## config.mk

```make
export PLATFORM = sky130hd
export DESIGN_NAME = cpu_top
export DESIGN_NICKNAME = d
export VERILOG_FILES = /design/src/hw/cpu_pkg.sv /design/src/hw/alu.sv /design/src/hw/addr_register.sv /design/src/hw/memory.sv /design/src/hw/control_unit.sv /design/src/hw/cpu_top.sv
export VERILOG_INCLUDE_DIRS = /design/src /design/src/hw
export SDC_FILE = /design/constraint.sdc
export NUM_CORES = 2
export LEC_CHECK = 0
export BUFFER_PORTS_ARGS = -buffer_cell sky130_fd_sc_hd__buf_2
export CORE_MARGIN = 8
export CORE_UTILIZATION = 30
export DETAILED_ROUTE_END_ITERATION = 7
export PLACE_DENSITY = 0.43
export SLEW_MARGIN = 0
export SYNTH_ARGS = -nofsm -noshare
export SYNTH_HDL_FRONTEND = slang
export SYNTH_SLANG_ARGS = --single-unit
```

## constraint.sdc

```tcl
create_clock -name clk -period 19.2 [get_ports clk]
set_clock_uncertainty 0.1 [all_clocks]
set_input_delay 1.92 -clock clk [delete_from_list [all_inputs] [get_ports clk]]
set_output_delay 1.92 -clock clk [all_outputs]
set_load 0.02 [all_outputs]
```

## src/hw/cpu_defs.svh

```systemverilog
`ifndef CPU_DEFS_SVH
`define CPU_DEFS_SVH

// Datapath and memory sizes
`define DATA_WIDTH      8
`define ADDR_WIDTH      16
`define MEMORY_DEPTH    256
`define MEM_ADDR_WIDTH  8
`define ALU_OP_WIDTH    5
`define BUS_ID_WIDTH    3
`define NUM_BUS_IDS     8
`define STATUS_WIDTH    4

// Opcode word fields
`define OPW_TYPE_RANGE  7:6
`define OPW_MID_RANGE   5:3
`define OPW_SID_RANGE   2:0
`define OPW_FUNC_RANGE  4:0

// ALU function codes, LD passes B through
`define ALU_LD          5'h00
`define ALU_ADD         5'h01
`define ALU_SUB         5'h02
`define ALU_AND         5'h03
`define ALU_OR          5'h04
`define ALU_XOR         5'h05
`define ALU_NOT         5'h06
`define ALU_SHL         5'h07
`define ALU_SHR         5'h08

// System function codes
`define SYS_HLT         5'h00
`define SYS_INC_AR      5'h01
`define SYS_OUT         5'h02
`define SYS_OUTS        5'h03

// Data bus master and slave IDs
`define ID_IR           3'd0
`define ID_MEM          3'd1
`define ID_A            3'd2
`define ID_B            3'd3
`define ID_AR0          3'd4
`define ID_AR1          3'd5
`define ID_PC0          3'd6
`define ID_PC1          3'd7

`endif

```

## src/hw/cpu_pkg.sv

```systemverilog
`include "cpu_defs.svh"

package cpu_pkg;

	// One byte on the internal data bus
	typedef logic [`DATA_WIDTH-1:0] data_t;

	// Full address held by PC and AR
	typedef logic [`ADDR_WIDTH-1:0] addr_t;

	// ALU function field of the opcode word
	typedef logic [`ALU_OP_WIDTH-1:0] alu_op_t;

	// Bus master or slave select
	typedef logic [`BUS_ID_WIDTH-1:0] bus_id_t;

	// Zero, carry, negative, overflow from bit 3 down to bit 0
	typedef logic [`STATUS_WIDTH-1:0] status_t;

	// Two-state instruction timer
	typedef enum logic {
		TS_T0 = 1'b0,
		TS_T1 = 1'b1
	} tstate_e;

	// Top two bits of the opcode word
	typedef enum logic [1:0] {
		OP_MOV = 2'd0,
		OP_MVI = 2'd1,
		OP_ALU = 2'd2,
		OP_SYS = 2'd3
	} op_type_e;

endpackage

```

## src/hw/alu.sv

```systemverilog
`include "cpu_defs.svh"

module alu (
	input  cpu_pkg::data_t   a,
	input  cpu_pkg::data_t   b,
	input  cpu_pkg::alu_op_t op,
	output cpu_pkg::data_t   result,
	output cpu_pkg::status_t status
);
	// One extra bit to catch carry or borrow
	logic [`DATA_WIDTH:0] sum;
	logic                 carry;
	logic                 ovf;

	always_comb begin
		sum    = '0;
		carry  = 1'b0;
		ovf    = 1'b0;
		result = b;
		case (op)
			`ALU_ADD: begin
				sum    = {1'b0, a} + {1'b0, b};
				result = sum[`DATA_WIDTH-1:0];
				carry  = sum[`DATA_WIDTH];
				// Same-sign operands, result sign flipped
				ovf    = (a[`DATA_WIDTH-1] == b[`DATA_WIDTH-1]) &&
				         (result[`DATA_WIDTH-1] != a[`DATA_WIDTH-1]);
			end
			`ALU_SUB: begin
				sum    = {1'b0, a} - {1'b0, b};
				result = sum[`DATA_WIDTH-1:0];
				// Top bit set means borrow
				carry  = sum[`DATA_WIDTH];
				ovf    = (a[`DATA_WIDTH-1] != b[`DATA_WIDTH-1]) &&
				         (result[`DATA_WIDTH-1] != a[`DATA_WIDTH-1]);
			end
			`ALU_AND: result = a & b;
			`ALU_OR:  result = a | b;
			`ALU_XOR: result = a ^ b;
			`ALU_NOT: result = ~a;
			`ALU_SHL: begin
				result = {a[`DATA_WIDTH-2:0], 1'b0};
				carry  = a[`DATA_WIDTH-1];
			end
			`ALU_SHR: begin
				result = {1'b0, a[`DATA_WIDTH-1:1]};
				carry  = a[0];
			end
			// LD and unused codes pass B
			default: result = b;
		endcase
	end

	// Zero and negative always follow the result
	assign status = {(result == '0), carry, result[`DATA_WIDTH-1], ovf};

endmodule

```

## src/hw/addr_register.sv

```systemverilog
`include "cpu_defs.svh"

module addr_register (
	input  logic           clk,
	input  logic           rst,
	input  cpu_pkg::data_t data,
	input  logic           we_lo,
	input  logic           we_hi,
	input  logic           inc,
	output cpu_pkg::addr_t addr
);
	// Incremented address, wraps at the top
	cpu_pkg::addr_t addr_next;

	assign addr_next = addr + cpu_pkg::addr_t'(1);

	always_ff @(posedge clk) begin
		if (rst) begin
			addr <= '0;
		end else if (we_lo) begin
			// Byte loads beat the counter
			addr[`DATA_WIDTH-1:0] <= data;
		end else if (we_hi) begin
			addr[`ADDR_WIDTH-1:`DATA_WIDTH] <= data;
		end else if (inc) begin
			addr <= addr_next;
		end
	end

endmodule

```

## src/hw/memory.sv

```systemverilog
`include "cpu_defs.svh"

module memory (
	input  logic                       clk,
	input  logic [`MEM_ADDR_WIDTH-1:0] addr,
	input  cpu_pkg::data_t             wdata,
	input  logic                       we,
	output cpu_pkg::data_t             rdata,
	input  logic                       load_en,
	input  logic [`MEM_ADDR_WIDTH-1:0] load_addr,
	input  cpu_pkg::data_t             load_data
);
	// Program and data share this array
	cpu_pkg::data_t mem [`MEMORY_DEPTH];

	// Async read, visible in the same cycle
	assign rdata = mem[addr];

	// Single write port, program load wins
	always_ff @(posedge clk) begin
		if (load_en) begin
			mem[load_addr] <= load_data;
		end else if (we) begin
			mem[addr] <= wdata;
		end
	end

endmodule

```

## src/hw/control_unit.sv

```systemverilog
`include "cpu_defs.svh"

module control_unit (
	input  logic             clk,
	input  logic             rst,
	input  logic             hlt,
	input  cpu_pkg::data_t   ir,
	output cpu_pkg::tstate_e tstate,
	output cpu_pkg::bus_id_t mid,
	output cpu_pkg::bus_id_t sid,
	output logic             bus_en,
	output cpu_pkg::alu_op_t alu_op,
	output logic             alu_en,
	output logic             pc_inc,
	output logic             ar_inc,
	output logic             addr_sel,
	output logic             out_a,
	output logic             out_s,
	output logic             halted
);
	cpu_pkg::op_type_e op_type;
	cpu_pkg::bus_id_t  ir_mid;
	cpu_pkg::bus_id_t  ir_sid;
	cpu_pkg::alu_op_t  ir_func;
	logic              fetch_ok;
	logic              hlt_exec;

	// Opcode word fields
	assign op_type = cpu_pkg::op_type_e'(ir[`OPW_TYPE_RANGE]);
	assign ir_mid  = ir[`OPW_MID_RANGE];
	assign ir_sid  = ir[`OPW_SID_RANGE];
	assign ir_func = ir[`OPW_FUNC_RANGE];

	// Pause pin or HLT both freeze the fetch
	assign fetch_ok = ~hlt & ~halted;

	assign hlt_exec = (tstate == cpu_pkg::TS_T1) && (op_type == cpu_pkg::OP_SYS) &&
	                  (ir_func == `SYS_HLT);

	// T-state timer, sits in T0 while paused
	always_ff @(posedge clk) begin
		if (rst) begin
			tstate <= cpu_pkg::TS_T0;
		end else if (tstate == cpu_pkg::TS_T1) begin
			tstate <= cpu_pkg::TS_T0;
		end else if (fetch_ok) begin
			tstate <= cpu_pkg::TS_T1;
		end
	end

	// Sticky until reset
	always_ff @(posedge clk) begin
		if (rst) begin
			halted <= 1'b0;
		end else if (hlt_exec) begin
			halted <= 1'b1;
		end
	end

	always_comb begin
		// Idle defaults, MEM to IR with PC address
		mid      = `ID_MEM;
		sid      = `ID_IR;
		bus_en   = 1'b0;
		alu_op   = `ALU_LD;
		alu_en   = 1'b0;
		pc_inc   = 1'b0;
		ar_inc   = 1'b0;
		addr_sel = 1'b0;
		out_a    = 1'b0;
		out_s    = 1'b0;
		if (tstate == cpu_pkg::TS_T0) begin
			// Opcode fetch
			bus_en = fetch_ok;
			pc_inc = fetch_ok;
		end else begin
			case (op_type)
				cpu_pkg::OP_MOV: begin
					mid    = ir_mid;
					sid    = ir_sid;
					bus_en = 1'b1;
					// RAM on either side goes through AR
					addr_sel = (ir_mid == `ID_MEM) || (ir_sid == `ID_MEM);
				end
				cpu_pkg::OP_MVI: begin
					// Immediate byte sits at PC
					sid    = ir_sid;
					bus_en = 1'b1;
					pc_inc = 1'b1;
				end
				cpu_pkg::OP_ALU: begin
					alu_op = ir_func;
					alu_en = 1'b1;
				end
				default: begin
					case (ir_func)
						`SYS_INC_AR: ar_inc = 1'b1;
						`SYS_OUT:    out_a  = 1'b1;
						`SYS_OUTS:   out_s  = 1'b1;
						// HLT handled by the halted flop
						default:     ar_inc = 1'b0;
					endcase
				end
			endcase
		end
	end

endmodule

```

## src/hw/cpu_top.sv

```systemverilog
`include "cpu_defs.svh"

module cpu_top (
	input  logic                       clk,
	input  logic                       rst,
	input  logic                       hlt,
	input  logic                       load_en,
	input  logic [`MEM_ADDR_WIDTH-1:0] load_addr,
	input  cpu_pkg::data_t             load_data,
	output cpu_pkg::data_t             out_data,
	output logic                       out_valid,
	output logic                       halted
);
	cpu_pkg::tstate_e tstate;
	cpu_pkg::bus_id_t mid;
	cpu_pkg::bus_id_t sid;
	logic             bus_en;
	cpu_pkg::alu_op_t alu_op;
	logic             alu_en;
	logic             pc_inc;
	logic             ar_inc;
	logic             addr_sel;
	logic             out_a;
	logic             out_s;

	cpu_pkg::data_t   data_bus;
	cpu_pkg::data_t   a_reg;
	cpu_pkg::data_t   b_reg;
	cpu_pkg::data_t   ir_reg;
	cpu_pkg::status_t status;
	cpu_pkg::data_t   alu_result;
	cpu_pkg::status_t alu_status;
	cpu_pkg::data_t   mem_rdata;
	cpu_pkg::addr_t   pc;
	cpu_pkg::addr_t   ar;
	logic [`NUM_BUS_IDS-1:0]    we;
	logic [`MEM_ADDR_WIDTH-1:0] mem_addr;

	control_unit u_ctrl (
		.clk(clk), .rst(rst), .hlt(hlt),
		.ir(ir_reg), .tstate(tstate),
		.mid(mid), .sid(sid), .bus_en(bus_en),
		.alu_op(alu_op), .alu_en(alu_en),
		.pc_inc(pc_inc), .ar_inc(ar_inc), .addr_sel(addr_sel),
		.out_a(out_a), .out_s(out_s), .halted(halted)
	);

	// Master select, one source on the bus
	always_comb begin
		case (mid)
			`ID_IR:  data_bus = ir_reg;
			`ID_MEM: data_bus = mem_rdata;
			`ID_A:   data_bus = a_reg;
			`ID_B:   data_bus = b_reg;
			`ID_AR0: data_bus = ar[`DATA_WIDTH-1:0];
			`ID_AR1: data_bus = ar[`ADDR_WIDTH-1:`DATA_WIDTH];
			`ID_PC0: data_bus = pc[`DATA_WIDTH-1:0];
			default: data_bus = pc[`ADDR_WIDTH-1:`DATA_WIDTH];
		endcase
	end

	// Slave write enables, one-hot on sid
	assign we = bus_en ? (`NUM_BUS_IDS'(1) << sid) : '0;

	alu u_alu (
		.a(a_reg), .b(b_reg), .op(alu_op),
		.result(alu_result), .status(alu_status)
	);

	// Accumulator, ALU result beats a bus write
	always_ff @(posedge clk) begin
		if (rst) begin
			a_reg <= '0;
		end else if (alu_en) begin
			a_reg <= alu_result;
		end else if (we[`ID_A]) begin
			a_reg <= data_bus;
		end
	end

	always_ff @(posedge clk) begin
		if (rst) begin
			b_reg <= '0;
		end else if (we[`ID_B]) begin
			b_reg <= data_bus;
		end
	end

	// IR only loads on a fetch
	always_ff @(posedge clk) begin
		if (rst) begin
			ir_reg <= '0;
		end else if (we[`ID_IR] && (tstate == cpu_pkg::TS_T0)) begin
			ir_reg <= data_bus;
		end
	end

	// Flags kept across LD
	always_ff @(posedge clk) begin
		if (rst) begin
			status <= '0;
		end else if (alu_en && (alu_op != `ALU_LD)) begin
			status <= alu_status;
		end
	end

	addr_register pc_reg (
		.clk(clk), .rst(rst), .data(data_bus),
		.we_lo(we[`ID_PC0]), .we_hi(we[`ID_PC1]),
		.inc(pc_inc), .addr(pc)
	);

	addr_register ar_reg (
		.clk(clk), .rst(rst), .data(data_bus),
		.we_lo(we[`ID_AR0]), .we_hi(we[`ID_AR1]),
		.inc(ar_inc), .addr(ar)
	);

	// Low byte of AR or PC addresses the RAM
	assign mem_addr = addr_sel ? ar[`MEM_ADDR_WIDTH-1:0] : pc[`MEM_ADDR_WIDTH-1:0];

	memory u_ram (
		.clk(clk), .addr(mem_addr), .wdata(data_bus),
		.we(we[`ID_MEM]), .rdata(mem_rdata),
		.load_en(load_en & rst), .load_addr(load_addr), .load_data(load_data)
	);

	// Output strobe, one cycle per OUT or OUTS
	always_ff @(posedge clk) begin
		if (rst) begin
			out_valid <= 1'b0;
		end else begin
			out_valid <= out_a | out_s;
		end
	end

	always_ff @(posedge clk) begin
		if (out_a) begin
			out_data <= a_reg;
		end else if (out_s) begin
			// Flags zero-extended into the low nibble
			out_data <= cpu_pkg::data_t'(status);
		end
	end

endmodule

```

==> metrics.md <==
| Metric | Value |
|---|---|
| Status | `completed` |
| Final hold vios | `0` |
| Worst skew pair latency | `around 0.88 ns` |
| Final GP Congestion | `0.8531` |
| Post-synth top flop | `edfxtp_1` |
| Seq/Total Area, Yosys | `a little over two thirds` |
| Share of power burned in registers | `roughly half` |
| Detail-routed net length per standard cell | `32.24 µm` |
| Yosys warnings | `0` |
| Crit path max fanout | `about 110` |
| Met2 Usage GRT | `between 30 and 40%` |
| Worst slack at placement | `9.542 ns` |
| Number of global-route vias before repair | `56530` |
| Biggest regs | `u_ram.mem x2048, ar_reg.addr x16, pc_reg.addr x16` |
| DIE WIDTH | `561.5 µm` |
| Worst setup path end | `u_ram.mem[68][2]$_DFFE_PP_` |
| Placed wire-length estimate | `just over 200 mm` |
| Starting Density | `between 30% and 40%` |
| Worst-Margin Slew | `~1.4 ns` |
| Reg2Reg Setup Slack | `9.23 ns` |
| Fmax | `between 0.1 and 0.15 GHz` |
| Grt met1 use | `around 29%` |
| Yosys reg bits | `roughly 2100` |
| Distinct cells, synth | `102` |
| Grt total ovfl | `0` |
| Post-CTS setup buffer count | `0` |
| Max Buffers Root-to-Sink | `3` |
| Global-route wire length before repair | `roughly 470 mm` |
| Clk slew on worst S/H paths | `about 0.06 ns` |
| Syn avg cell area | `roughly 14 µm²` |
| Switching Fraction | `between 20% and 30%` |
| Req. time, crit path | `roughly 20 ns` |
| Slew margin rel. | `5.272%` |
| Site Rows | `200` |
| Fin. max-slew vios | `0` |
| DRC | `0` |
| # setup viols final | `0` |
| CTS tree | `yes` |
| Iteration-0 DRC Markers | `7460` |
| Final WL | `340.9 mm` |
| Total GRT Usage | `a little over a fifth` |
| IO Count | `30` |
| Pleak | `approximately 32 nW` |
| Cell area power density | `between 100 and 150 nW/µm²` |
| Vias per cell | `5.590` |
| Die Ht | `561.5 µm` |
| Min-delay worst type | `reg -> reg` |
| Synth area leader | `edfxtp_1` |
| CP arrival | `roughly 10 ns` |
| Met3 Usage GRT | `3.694%` |
| Synth area leaders | `edfxtp_1 (69%), nand2_1 (4.1%), mux2i_1 (3.2%), a211oi_1 (2.0%), nor2_1 (1.9%)` |
| Input/output buffers | `29` |
| Core Box Area | `roughly 300000 µm²` |
| P_sw | `roughly 0.0026 W` |
| Clk sinks | `around 2100` |
| CTS buffer count | `approximately 230` |
| Largest net degree at the start of global routing | `201` |
| Share of layout cells above drive strength 1 | `11.27%` |
| Hold_buf cts | `0` |
| Largest register by flop count | `u_ram.mem` |
| Root Buffer | `clkbuf_16` |
| Tcrit/Tclk final | `between 50% and 60%` |
| Post-Syn Area | `89270 µm²` |
| Reg2Reg Depth | `17` |
| RSZ-0062 raised after global routing | `false` |
| Setup slack after layout | `between 9 and 10 ns` |
| Pint | `about 0.0078 W` |
| Layer with the highest usage | `met2` |
| Gate power share | `under 10%` |
| Antenna violations before repair | `19` |
| First drt pass iteration count | `6` |
| Startpoint types | `flip-flop` |
| Peak supply drop | `about 0.1 mV` |
| Vias | `slightly below 60000` |
| H-tree depth | `4` |
| CP Launch Point | `ir_reg[5]$_SDFFE_PP0P_` |
| Syn Nets | `around 6500` |
| R2r startpoint | `ir_reg[5]$_SDFFE_PP0P_` |
| ANT nets after route | `0` |
| NumNets Final | `around 6500` |
| # resized after CTS | `0` |
| Synthesized instance count | `6448` |
| Clock power share | `approximately two fifths` |
| Tmin final | `roughly 10 ns` |
| Critical Path Sink Type | `flip-flop` |
| Post-synth EDFFs | `about 2100` |
| Max reg flops | `between 2000 and 2500` |
| Ys async rst share | `0%` |
| Setup tns final | `0 ns` |
| Layout area overhead | `13.47%` |
| Synth top area share | `69.16%` |
| Total die area | `~320000 µm²` |
| WS Path Type | `reg -> reg` |
| Max Cap Viol | `0` |
| R2R Path End | `u_ram.mem[68][2]$_DFFE_PP_` |
[placed cells by master, fill, tap and decap left out, types with 52 or more instances in the layout]
| master | n |
|---|---|
| nand2_1 | 962 |
| o211ai_1 | 116 |
| clkbuf_16 | 230 |
| o211a_1 | 98 |
| a32oi_1 | 60 |
| nor2_1 | 443 |
| buf_4 | 182 |
| nand4_1 | 77 |
| o21ai_0 | 120 |
| a211oi_1 | 238 |
| mux2i_1 | 278 |
| nand3_1 | 331 |
| clkinv_1 | 54 |
| inv_1 | 91 |
| clkbuf_1 | 52 |
| edfxtp_1 | 2056 |
| a21oi_1 | 126 |
| a31oi_1 | 127 |
| mux4_2 | 61 |
| dfxtp_1 | 60 |
| o22ai_1 | 57 |
[kinds of logic after synthesis]
family	Yosys count	synth area share, %
compound gates	1287	10.70
fa+ha+maj	28	0.4092
xor+xnor	14	0.1374
mux	384	5.215
simple gates	2064	10.06
buf+inv	552	2.900
flops	2119	70.57
[metal layers]
metal,share of wire [%],up-vias
met5,0.0050,-
met4,3.9,4
met3,7.4,525
met2,44,2680
met1,44,30860
li1,-,25020
[power groups by stage]
stage,Clock (W),Combinational [W],Sequential [W]
6_report,0.00432,0.000990,0.00511
5_1_grt,0.00455,0.00104,0.00511
4_1_cts,0.00439,0.000990,0.00511
3_5_place_dp,0,0.000989,0.00521
3_3_place_gp,0,0.000986,0.00521
2_1_floorplan,0,0.000588,0.00524
[worst min path at each step]
stage	start	to	slack, ns	cells after the start
floorplan	status[3]$_SDFFE_PP0P_	status[3]$_SDFFE_PP0P_	0.33	2
global placement	status[3]$_SDFFE_PP0P_	status[3]$_SDFFE_PP0P_	0.34	2
detailed placement	status[3]$_SDFFE_PP0P_	status[3]$_SDFFE_PP0P_	0.34	2
CTS	status[3]$_SDFFE_PP0P_	status[3]$_SDFFE_PP0P_	0.35	2
global route	status[3]$_SDFFE_PP0P_	status[3]$_SDFFE_PP0P_	0.37	2
finish	status[3]$_SDFFE_PP0P_	status[3]$_SDFFE_PP0P_	0.35	2
[worst max-delay path, stage by stage, from the launching register on]
cell and delay, ns:
dfxtp_1 0.87, nor3b_2 0.23, o211ai_4 0.23, buf_4 0.61
a21boi_4 0.28, buf_4 0.47, buf_4 0.73, buf_12 0.41
buf_4 0.66, a211oi_1 0.16, nor4_1 0.61, a21oi_1 0.16
o21ai_0 0.36, a41oi_1 0.32, or4_1 0.77, nand2_1 0.34
mux2_8 0.70, buf_4 0.80
[area by class of cell]
cell class                 instances  area [µm²]
clock inverter                   130        1169
tap                             3939        4928
clock buffer                     286        6006
fill                           28970      195200
timing repair buffer             221        1712
antenna                            6       15.01
sequential                      2119       63010
inverter                          94       357.8
multi-input combinational       3777       24100
[Yosys cell counts (all sizes together), types with 11 or more instances]
library cell     n
edfxtp        2056
nand2          978
nor2           449
nand3          331
buf            292
mux2i          287
a211oi         243
clkbuf         166
o21ai          133
a31oi          132
a21oi          129
o211ai         117
o211a           98
inv             92
nand4           77
dfxtp           63
mux4            61
a32oi           60
o22ai           57
nor3            50
or2             38
a22oi           36
mux2            36
a311oi          32
a221oi          30
nor4            29
ha              26
and3            25
o31ai           24
o41ai           22
a41oi           18
o32ai           18
o221ai          16
a221o           15
nand3b          14
a222oi          13
a2111oi         11
a21o            11
o21a            11
xnor2           11
[per-stage QoR]
stage / instance area (µm²) / power (W) / hold slack [ns] / instances / util (%)
after floorplan: 89270 / 0.005825 / 0.3294 / 6448 / -
after global placement: 94090 / 0.006197 / 0.3378 / 10150 / 31.73
after detailed placement: 94110 / 0.006200 / 0.3421 / 10150 / 31.74
after CTS: 101300 / 0.01049 / 0.3503 / 10570 / 34.15
after global routing: 101300 / 0.01071 / 0.3663 / 10570 / 34.16
final: 101300 / 0.01042 / 0.3544 / 10570 / 34.16
Power figures use the tool's default switching activity.
